===== src/logic/icache_geom_pkg.sv =====
package icache_geom_pkg;

	// ==============================
	// cache geometry
	// ==============================

	// byte address from the fetch unit
	localparam int addr_width = 32;

	// one fetch word is 32 bits
	localparam int word_bytes = 4;

	// 8 words make one 32 byte line
	localparam int line_words = 8;

	// direct mapped, 256 lines -> 8 KB
	localparam int num_lines = 256;

	// address split: tag | index | word select | byte
	localparam int index_bits = 8;
	localparam int offset_bits = 5;
	localparam int word_sel_bits = 3;

	// tag is address bits 31..13
	localparam int tag_bits = 19;

endpackage


===== src/logic/icache_addr_pkg.sv =====
package icache_addr_pkg;

	import icache_geom_pkg::*;

	// ==============================
	// fetch address format
	// ==============================

	// byte bits below the word select, always zero for fetches
	localparam int byte_sel_bits = offset_bits - word_sel_bits;

	typedef logic [index_bits-1:0] line_index_t;
	typedef logic [word_sel_bits-1:0] word_sel_t;

	// one address word, seen either flat or split into fields
	// flat view is used for burst address math
	// field view gives tag, line index and word select
	typedef union packed {
		logic [addr_width-1:0] flat;
		struct packed {
			logic [tag_bits-1:0] tag;
			line_index_t index;
			// offset inside the line
			struct packed {
				word_sel_t word;
				logic [byte_sel_bits-1:0] byte_sel;
			} offset;
		} fields;
	} fetch_addr_u;

endpackage


===== src/logic/icache_ctrl.sv =====
module icache_ctrl
	import icache_geom_pkg::*;
	import icache_addr_pkg::*;
(
	input  logic                  rclk,
	input  logic                  reset,
	// requester side
	input  logic                  fetch_req,
	input  fetch_addr_u           fetch_addr,
	output logic                  fetch_ready,
	// lookup into tag and data memories
	output logic                  lookup,
	output fetch_addr_u           lookup_addr,
	input  logic                  hit,
	// external memory burst
	output logic                  mem_rd,
	output logic [addr_width-1:0] mem_addr,
	input  logic                  mem_ack,
	input  logic                  mem_err,
	// fill writes
	output logic                  data_wr,
	output word_sel_t             fill_word,
	output logic                  tag_wr,
	output logic                  fill_err
);

	// ==============================
	// state
	// ==============================

	// one hot flags, idle means none of the three is set
	logic st_compare;
	logic st_fill;
	logic st_twrite;
	logic st_idle;
	// rest cycle after a response
	logic rest;

	// fill bookkeeping
	word_sel_t fill_cnt;
	logic err_acc;
	logic miss;
	logic last_ack;

	assign st_idle = ~(st_compare | st_fill | st_twrite);

	// requester holds the address for the whole request
	assign lookup_addr = fetch_addr;
	// strobe the arrays as soon as a request is seen
	// after a fill this is the recheck of the same address
	assign lookup = st_idle & fetch_req & ~rest;

	// compare cycle sees the registered lookup result
	assign fetch_ready = st_compare & hit;
	assign miss = st_compare & ~hit;

	assign mem_rd = st_fill;
	assign data_wr = st_fill & mem_ack;
	assign fill_word = fill_cnt;
	assign last_ack = data_wr && (fill_cnt == word_sel_t'(line_words - 1));

	assign tag_wr = st_twrite;
	assign fill_err = err_acc;

	always_ff @(posedge rclk) begin
		if (reset) begin
			st_compare <= 1'b0;
			st_fill <= 1'b0;
			st_twrite <= 1'b0;
			rest <= 1'b0;
		end else begin
			st_compare <= lookup;
			// stay in the burst until the eighth word
			st_fill <= miss | (st_fill & ~last_ack);
			st_twrite <= last_ack;
			rest <= fetch_ready;
		end
	end

	// ==============================
	// burst address and fill count
	// ==============================

	always_ff @(posedge rclk) begin
		if (miss) begin
			// burst starts at the line aligned address
			mem_addr <= {fetch_addr.flat[addr_width-1:offset_bits], {offset_bits{1'b0}}};
			fill_cnt <= '0;
			err_acc <= 1'b0;
		end else if (data_wr) begin
			mem_addr <= mem_addr + addr_width'(word_bytes);
			fill_cnt <= fill_cnt + 1'b1;
			// any bad word marks the whole line
			err_acc <= err_acc | mem_err;
		end
	end

	// memory only answers an open burst
	a_ack_in_burst: assert property (@(posedge rclk) disable iff (reset)
		mem_ack |-> mem_rd);

endmodule


===== config.mk =====
export PLATFORM = sky130hd
export DESIGN_NAME = icache_ctrl
export DESIGN_NICKNAME = d
export VERILOG_FILES = /design/src/logic/icache_geom_pkg.sv /design/src/logic/icache_addr_pkg.sv /design/src/logic/icache_ctrl.sv
export SDC_FILE = /design/constraint.sdc
export NUM_CORES = 1
export LEC_CHECK = 0
export BUFFER_PORTS_ARGS = -buffer_cell sky130_fd_sc_hd__buf_4
export CORE_MARGIN = 2
export CORE_UTILIZATION = 30
export DETAILED_ROUTE_END_ITERATION = 12
export GPL_ROUTABILITY_DRIVEN = 0
export PLACE_DENSITY_LB_ADDON = 0.1
export SYNTH_ARGS = -nofsm -noshare
export SYNTH_HDL_FRONTEND = slang
export SYNTH_SLANG_ARGS = --single-unit

===== constraint.sdc =====
create_clock -name rclk -period 5.5 [get_ports rclk]
set_clock_uncertainty 0.05 [all_clocks]
set_input_delay 0 -clock rclk [delete_from_list [all_inputs] [get_ports rclk]]
set_output_delay 0 -clock rclk [all_outputs]
set_load 0.02 [all_outputs]

---- After elaboration in Yosys (flattened, before gate mapping) ----
Index checks and enable logic that the tools add are counted.
operators by class
  shifts and indexed selects .............. 0
  reductions and logical operators ........ 2
  order comparisons ....................... 0
  equal/unequal tests ..................... 1
  muxes and demuxes ....................... 2
  $mul .................................... 0
  add/subtract/negate cells ............... 2
  bitwise gates (word level) .............. 14
  div/mod/pow operators ................... 0
operators by type and width
  operator               number
  $mux 32                2
  $add 32x3->32 const B  1
  $and 1x1->1            6
  $not 1->1              4
  $or 1x1->1             4
  $add 3x1->3 const B    1
  $eq 3x3->1 const B     1
  $reduce_bool 2->1      1
  $logic_and 1x1->1      1
word-level totals
  bits in writable memories ............... 0
  output and inout port bits .............. 73
  memories ................................ 0
  bits in latches ......................... 0
  memory bits (read-only) ................. 0
  flip-flop bits (word level) ............. 40
  logic and storage cells ................. 29
  input bits .............................. 38

---- Depth between registers and ports, before layout ----
Gate-level depths: netlist of run 1.
  depth in word-level cells ............... 5
  mapped depth ............................ 6
  gate-level depth less buffers ........... 5

---- Worst setup path before layout of run 1 ----
No wires, ideal clock.
  kind .................................... reg-to-reg
  from .................................... reg mem_addr[7]
  to ...................................... reg mem_addr[29] (data pin)
  period minus slack after synthesis ...... 2228 ps
  setup time .............................. 259 ps
  arrival ................................. 1919 ps
  cell stages (with the launch flop) ...... 6
  required time ........................... 5191 ps
  path slack .............................. 3272 ps
  path buffers ............................ 1
  cell sequence ........................... edfxtp_1 -> nand4_4 -> or4_4 -> buf_2 -> o211a_1 -> a211o_1
between the ends
  word-level cells in the longest chain between the ends .. 3
RTL lines
  what                    RTL line           RTL
  from (decl)             icache_ctrl.sv:17  output logic [addr_width-1:0] mem_addr,
  from (signal assigned)  icache_ctrl.sv:87  mem_addr <= {fetch_addr.flat[addr_width-1:offset_bits], {offset_bits{1'b0}}};
  from (signal assigned)  icache_ctrl.sv:91  mem_addr <= mem_addr + addr_width'(word_bytes);
  $add 32x3->32           icache_ctrl.sv:91
  $mux 32                 icache_ctrl.sv:90  end else if (data_wr) begin
  $mux 32                 icache_ctrl.sv:85  if (miss) begin
Every way passes these cells. The select of a mux whose other input is x is not followed.
A chain may end at the register's enable or synchronous reset.

---- Worst setup path after layout of run 1 ----
  from .................................... reg st_compare
  to ...................................... reg mem_addr[28] (data pin)
between the ends
  word-level cells in the longest chain between the ends .. 2
RTL lines
  what                    RTL line           RTL
  from (decl)             icache_ctrl.sv:32  logic st_compare;
  from (signal assigned)  icache_ctrl.sv:72  st_compare <= lookup;
  $and 1x1->1             icache_ctrl.sv:55  assign miss = st_compare & ~hit;
  $mux 32                 icache_ctrl.sv:85
Every way passes these cells.

==> key figures, run 1 <==
Global route
  – Total GRT Usage: 0.146
  – Gr ovfl total: 0
  – Vias in the first global route: between 2000 and 2500
  – Maximum number of pins on one net before global-route repair: 42
  – First-pass GRT wire length: roughly 10000 um
  – Initial antenna violation count: 0

STA
  – Fin Setup TNS: 0 ps
  – Worst slew pin tran: ~960 ps
  – Min Hold Slack: 35.3 ps
  – Final period util: 0.477
  – Slew HR: 0.360
  – Final setup viols: 0
  – Min Tclk post-route: 2630 ps
  – Max Fclk: 381 MHz
  – Slew Limit Fails: 0
  – RSZ-0062 raised after global routing: no
  – Final hold vios: 0

Logic synthesis
  – Ys async rst share: 0
  – Synth top area share: 0.341
  – Top post-synthesis cells by area: edfxtp_1 (34%), buf_4 (11%), dfxtp_1 (9.3%)
  – Synth unique cells: 37
  – Syn_area_per_cell: 9.12 um2
  – Register area share after synthesis: 0.433
  – Prevailing post-synth register cell: edfxtp_1
  – Top cell type by total area after synthesis: edfxtp_1
  – Yosys reg bits: 38
  – Most instantiated library cell after synthesis: nand2_1
  – EDFF count, synth: 27
  – Commonest cells in the netlist: nand2_1 (43), buf_4 (34), edfxtp_1 (27)
  – Post-Syn Area: roughly 2400 um2
  – Cells after Synth: between 200 and 300
  – Syn. warnings: 0

Final layout
  – Layout area overhead: 41.6%
  – Layout net count: 397
  – Number of antenna cells inserted: 0
  – Fillers: 779
  – Finished Layout Cells: 459
  – Share of cells above drive strength 1: 0.305

Setup path
  – Crit path arrival time: 2610 ps
  – CP Launch Point: st_compare
  – Data required time of the worst path: 5490 ps
  – Crit Path Class: flop to flop
  – Crit. End Element: flop
  – Reg2reg setup slack: 2870 ps
  – Critical path's slowest cell: nand2b_1
  – Critical path, cell by cell: nor2b_4 > nand2b_1 > nor2_1 > a221o_1
  – Reg-to-Reg End: mem_addr[28]
  – RR Startpoint: st_compare
  – Crit-path max cell delay: slightly below 800 ps
  – Worst setup path end: mem_addr[28]
  – Critical path launch point type: flop
  – CP Max Fanout: 41
  – R2R depth: 4

Route
  – DRT antenna net count: 0
  – Initial drt markers: roughly 120
  – Vias per Instance: 4.79
  – Residual DRC: 0
  – Drt wl/cell: 13.9 um
  – WL final: approximately 6400 um
  – Routed vias: 2198
  – Drt first pass iters: 4

Power and ir drop
  – Max IR drop VDD: 0.116 mV
  – Cell Pwr Density: 214 nW/um2
  – Clock network power share: 0.263
  – Net Switching: 0.218 mW
  – Leakage: 1.34 nW
  – Int Power: 0.503 mW
  – Switching share of power: 0.302
  – Reg power frac: 0.490
  – Combinational group share of total power: 0.247

Clocking
  – CTS H-tree lvls: 2
  – Clk sinks: 38
  – Clk Tree Root Cell: clkbuf_8
  – Post-CTS sizing: 0
  – Number of CTS-inserted buffers: 5
  – Clock Pin Slew Worst Setup and Hold Paths: around 70 ps
  – CTS tree: yes
  – CTS Buffer Depth: 2
  – Clk Latency, worst-skew pair: 290 ps

Placement
  – Port Buffer Count: a little under 100
  – Post-DP HPWL: ~4200 um
  – DP Cell Count: 417

Die
  – Die Area: between 8000 and 9000 um2
  – Initial Util: 0.310
  – Die H: 93.1 um
  – Io pins: 111
  – Rows: 32
  – Core ar.: 7690 um2
  – DIE WIDTH: 93.1 um

Job
  – Max_cap viols: 0

Worst hold path
  – Min-delay worst type: primary input to flop

Status
  – Status: finished clean
-- through the flow --
step	setup WS (ps)	utilization	instance area [um2]	total power [mW]
after floorplan	3270	-	2380	0.455
after global placement	2880	0.384	2950	0.517
after detailed placement	2840	0.384	2950	0.517
after CTS	2830	0.438	3370	0.731
after global routing	2660	0.438	3370	0.754
final	2870	0.438	3370	0.721
-- flip-flops by register name, summed over array words and instances (netlist names) --
register	flops
fill_err	1
mem_rd	1
tag_wr	1
st_compare	1
mem_addr	30
rest	1
fill_word	3
-- kinds of logic (layout without fill, tap and decap cells) --
| family | after synthesis | count (layout) | synth area share |
|---|---|---|---|
| adders and majority gates | 3 | 3 | 0.0158 |
| AOI/OAI and AO/OA | 35 | 35 | 0.0957 |
| other | 1 | 2 | 0.00158 |
| xor gates and xnor gates | 17 | 17 | 0.0626 |
| and+or+nand+nor | 117 | 117 | 0.255 |
| buffers and inverters | 50 | 145 | 0.136 |
| DFF | 38 | 38 | 0.433 |
-- worst min path at each step --
| stage | cells past startpoint | slack, ps | endpoint | startpoint |
|---|---|---|---|---|
| after global placement | 0 | -50 | lookup_addr[4] | fetch_addr[4] |
| after global routing | 4 | 40 | st_compare | fetch_req |
| after CTS | 4 | 30 | st_compare | fetch_req |
| after floorplan | 1 | 20 | rest | reset |
| after detailed placement | 0 | -50 | lookup_addr[4] | fetch_addr[4] |
| final | 4 | 40 | st_compare | fetch_req |
-- critical path, delay by kind of cell (launching register included) --
kind            cells  cell delay, ps
compound gates      1             340
simple gates        3            1640
flops               1             350
-- cell usage in the layout, fill, tap and decap left out, types with 5 or more instances in the layout --
master and instances:
clkbuf_8 5, nor3_1 5, nor4_1 6, nand3_1 19
o211ai_1 11, dlygate4sd3_1 34, nand2_1 43, nand4_1 6
nor2_1 12, a21oi_1 5, buf_4 98, xnor2_1 15
edfxtp_1 27, o21ai_0 13, or4_1 10, dfxtp_1 11
inv_1 5
-- per-layer routing --
metal  vias up  track usage  routed length (um)
li1       1097            -                   -
met1      1021        0.201                2970
met2        73        0.232                3010
met3         7       0.0306                 338
met4         0       0.0404                  67
met5         -            0                   0
-- layout make-up --
class,instances,area (um2),share of cell area
timing repair buffer,132,1080,0.319
multi-input combinational,174,1040,0.307
sequential,38,1030,0.306
tap,102,128,0.0379
clock buffer,6,72.6,0.0215
inverter,5,18.8,0.00557
clock inverter,2,8.76,0.00260
-- power by group through the flow --
stage	clock network (mW)	logic [mW]	registers, mW
2_1_floorplan	0	0.0772	0.378
3_3_place_gp	0	0.156	0.360
3_5_place_dp	0	0.157	0.359
4_1_cts	0.197	0.180	0.354
5_1_grt	0.205	0.192	0.357
6_report	0.190	0.178	0.353
-- repair_timing --
action	CTS	global route
setup buffers	0	0
endpoints found under the hold margin	37	0
hold buffers	34	0
Power figures use the tool's default switching activity.
==> run 2: changes to the inputs <==
clock period = 2.2 ns   (was 5.5 ns; I/O delays follow)
==> key figures, run 2 (same netlist as run 1, synthesis figures left out) <==
Route
  – Initial drt markers: 83 (-32%)
  – Drt first pass iters: 4 (unchanged)
  – Routed vias: 2287 (+4.0%)
  – WL final: 6760 um (+5.8%)
  – DRT antenna net count: 0 (unchanged)
  – Drt wl/cell: 14.1 um (+1.2%)
  – Vias per Instance: 4.76 (-0.50%)
  – Residual DRC: 0 (unchanged)

Final layout
  – Biggest register: mem_addr
  – Share of cells above drive strength 1: 0.352 (+0.0465)
  – Finished Layout Cells: 480 (+4.6%)
  – Layout area overhead: 48.8%
  – Fillers: 798 (+2.4%)
  – Max reg flops: 30 (unchanged)
  – Number of antenna cells inserted: 0 (unchanged)
  – Most frequent cells in the layout: buf_4 (119), nand2_1 (43), dlygate4sd3_1 (34), edfxtp_1 (27), nand3_1 (19)
  – Layout net count: 418 (+5.3%)
  – Most common cell after layout, fill and taps aside: buf_4

Power and ir drop
  – Switching share of power: 0.293 (-0.00879)
  – Combinational group share of total power: 0.265 (+0.018)
  – Power, Total: 1.87 mW (+160%)
  – Clock network power share: 0.270 (+0.007)
  – Leakage: 1.45 nW (+8.1%)
  – Net Switching: 0.548 mW (+150%)
  – Cell Pwr Density: 528 nW/um2 (+150%)
  – Max IR drop VDD: 0.384 mV (+230%)
  – Reg power frac: 0.465 (-0.025)
  – Int Power: 1.32 mW (+160%)

Placement
  – Post-DP HPWL: 4710 um (+13%)
  – DP Cell Count: 436 (+4.6%)
  – Port Buffer Count: 98 (unchanged)

Die
  – Rows: 32 (unchanged)
  – Die Area: 8660 um2 (unchanged)
  – Initial Util: 0.310 (unchanged)
  – Io pins: 111 (unchanged)
  – Core ar.: 7690 um2 (unchanged)
  – DIE WIDTH: 93.1 um (unchanged)
  – Die H: 93.1 um (unchanged)

Worst hold path
  – Hold depth: 4 (unchanged)
  – Hold Path Sink: st_compare
  – Worst hold path startpoint: fetch_req
  – Min-delay worst type: primary input to flop

STA
  – RSZ-0062 raised after global routing: no
  – Worst slew pin tran: 701 ps (-255 ps)
  – Final hold vios: 0 (unchanged)
  – Final setup viols: 0 (unchanged)
  – Min Hold Slack: 45.3 ps (+10.0 ps)
  – Slew HR: 0.532 (+0.173)
  – Final period util: 0.963 (+0.486)
  – Slew Limit Fails: 0 (unchanged)
  – Min Tclk post-route: 2120 ps (-507 ps)
  – Max Fclk: 472 MHz (+24%)
  – Fin Setup TNS: 0 ps (unchanged)

Job
  – Max_cap viols: 0 (unchanged)

Clocking
  – Number of CTS-inserted buffers: 5 (unchanged)
  – Post-CTS sizing: 0 (unchanged)
  – CTS tree: yes
  – Clk Latency, worst-skew pair: 290 ps (about the same)
  – Clk Tree Root Cell: clkbuf_8
  – CTS H-tree lvls: 2 (unchanged)
  – CTS Buffer Depth: 2 (unchanged)
  – Clock Pin Slew Worst Setup and Hold Paths: 70 ps (about the same)
  – Clk sinks: 38 (unchanged)

Setup path
  – Crit path arrival time: 2100 ps (-510 ps)
  – RR Startpoint: mem_addr[9]
  – Critical path launch point type: flop
  – Reg2reg setup slack: 80 ps (-2790 ps)
  – Crit Path Class: flop to flop
  – CP Max Fanout: 5 (-88%)
  – CP Launch Point: mem_addr[9]
  – R2R depth: 4 (unchanged)
  – Reg-to-Reg End: mem_addr[28]
  – Data required time of the worst path: 2180 ps (-3310 ps)
  – Crit. End Element: flop

Global route
  – First-pass GRT wire length: 10300 um (+2.7%)
  – Gr ovfl total: 0 (unchanged)
  – Maximum number of pins on one net before global-route repair: 28 (-33%)
  – Initial antenna violation count: 0 (unchanged)
  – Vias in the first global route: 2116 (+4.8%)
  – Total GRT Usage: 0.151 (+0.00567)

Status
  – Status: finished clean
[run 2: final cells by class]
class | count | area [um2] | share of cell area
Timing Repair Buffer | 153 | 1230 | 0.348
Multi-Input combinational cell | 174 | 1040 | 0.293
Sequential cell | 38 | 1030 | 0.292
Tap cell | 102 | 128 | 0.0360
Clock buffer | 7 | 86.3 | 0.0244
Inverter | 5 | 18.8 | 0.00530
Clock inverter | 1 | 5.00 | 0.00141
[run 2: timing repair]
item / in CTS / in global routing
hold buffers: 34 / 0
buffers inserted: 0 / 2
endpoints found under the setup margin: 0 / 4
endpoints found under the hold margin: 37 / 0
[run 2: metrics by stage]
stage | utilization | cell area [um2] | setup slack, ps
detailed placement | 0.403 | 3090 | 66.3
global placement | 0.403 | 3090 | 113
global route | 0.461 | 3540 | 12.3
CTS | 0.459 | 3530 | 44.3
finish | 0.461 | 3540 | 81.4
floorplan | - | 2390 | 2.93
[run 2: how the worst max path moves through the flow]
stage | to | slack (ps)
2_1_floorplan | mem_addr[28] | 3
3_3_place_gp | mem_addr[20] | 110
3_5_place_dp | mem_addr[28] | 70
4_1_cts | mem_addr[28] | 40
5_1_grt | mem_addr[20] | 10
6_report | mem_addr[28] | 80
[run 2: worst max-delay path, stage by stage (launching register included)]
cell      delay (ps)
edfxtp_1         460
nand4_4          140
or4_4            590
o311a_1          360
a221o_1          260
[run 2: power groups by stage]
stage	Sequential, mW	Combinational (mW)	Clock, mW
3_3_place_gp	0.885	0.437	0
2_1_floorplan	0.948	0.193	0
6_report	0.870	0.494	0.505
3_5_place_dp	0.887	0.441	0
4_1_cts	0.871	0.496	0.527
5_1_grt	0.877	0.533	0.559
[run 2: layer usage]
| layer | part of all wire | vias to the layer above | track usage |
|---|---|---|---|
| met5 | 0 | - | 0 |
| met4 | 0.0084 | 0 | 0.0441 |
| met3 | 0.058 | 5 | 0.0290 |
| met2 | 0.47 | 72 | 0.249 |
| met1 | 0.46 | 1076 | 0.203 |
| li1 | - | 1134 | - |
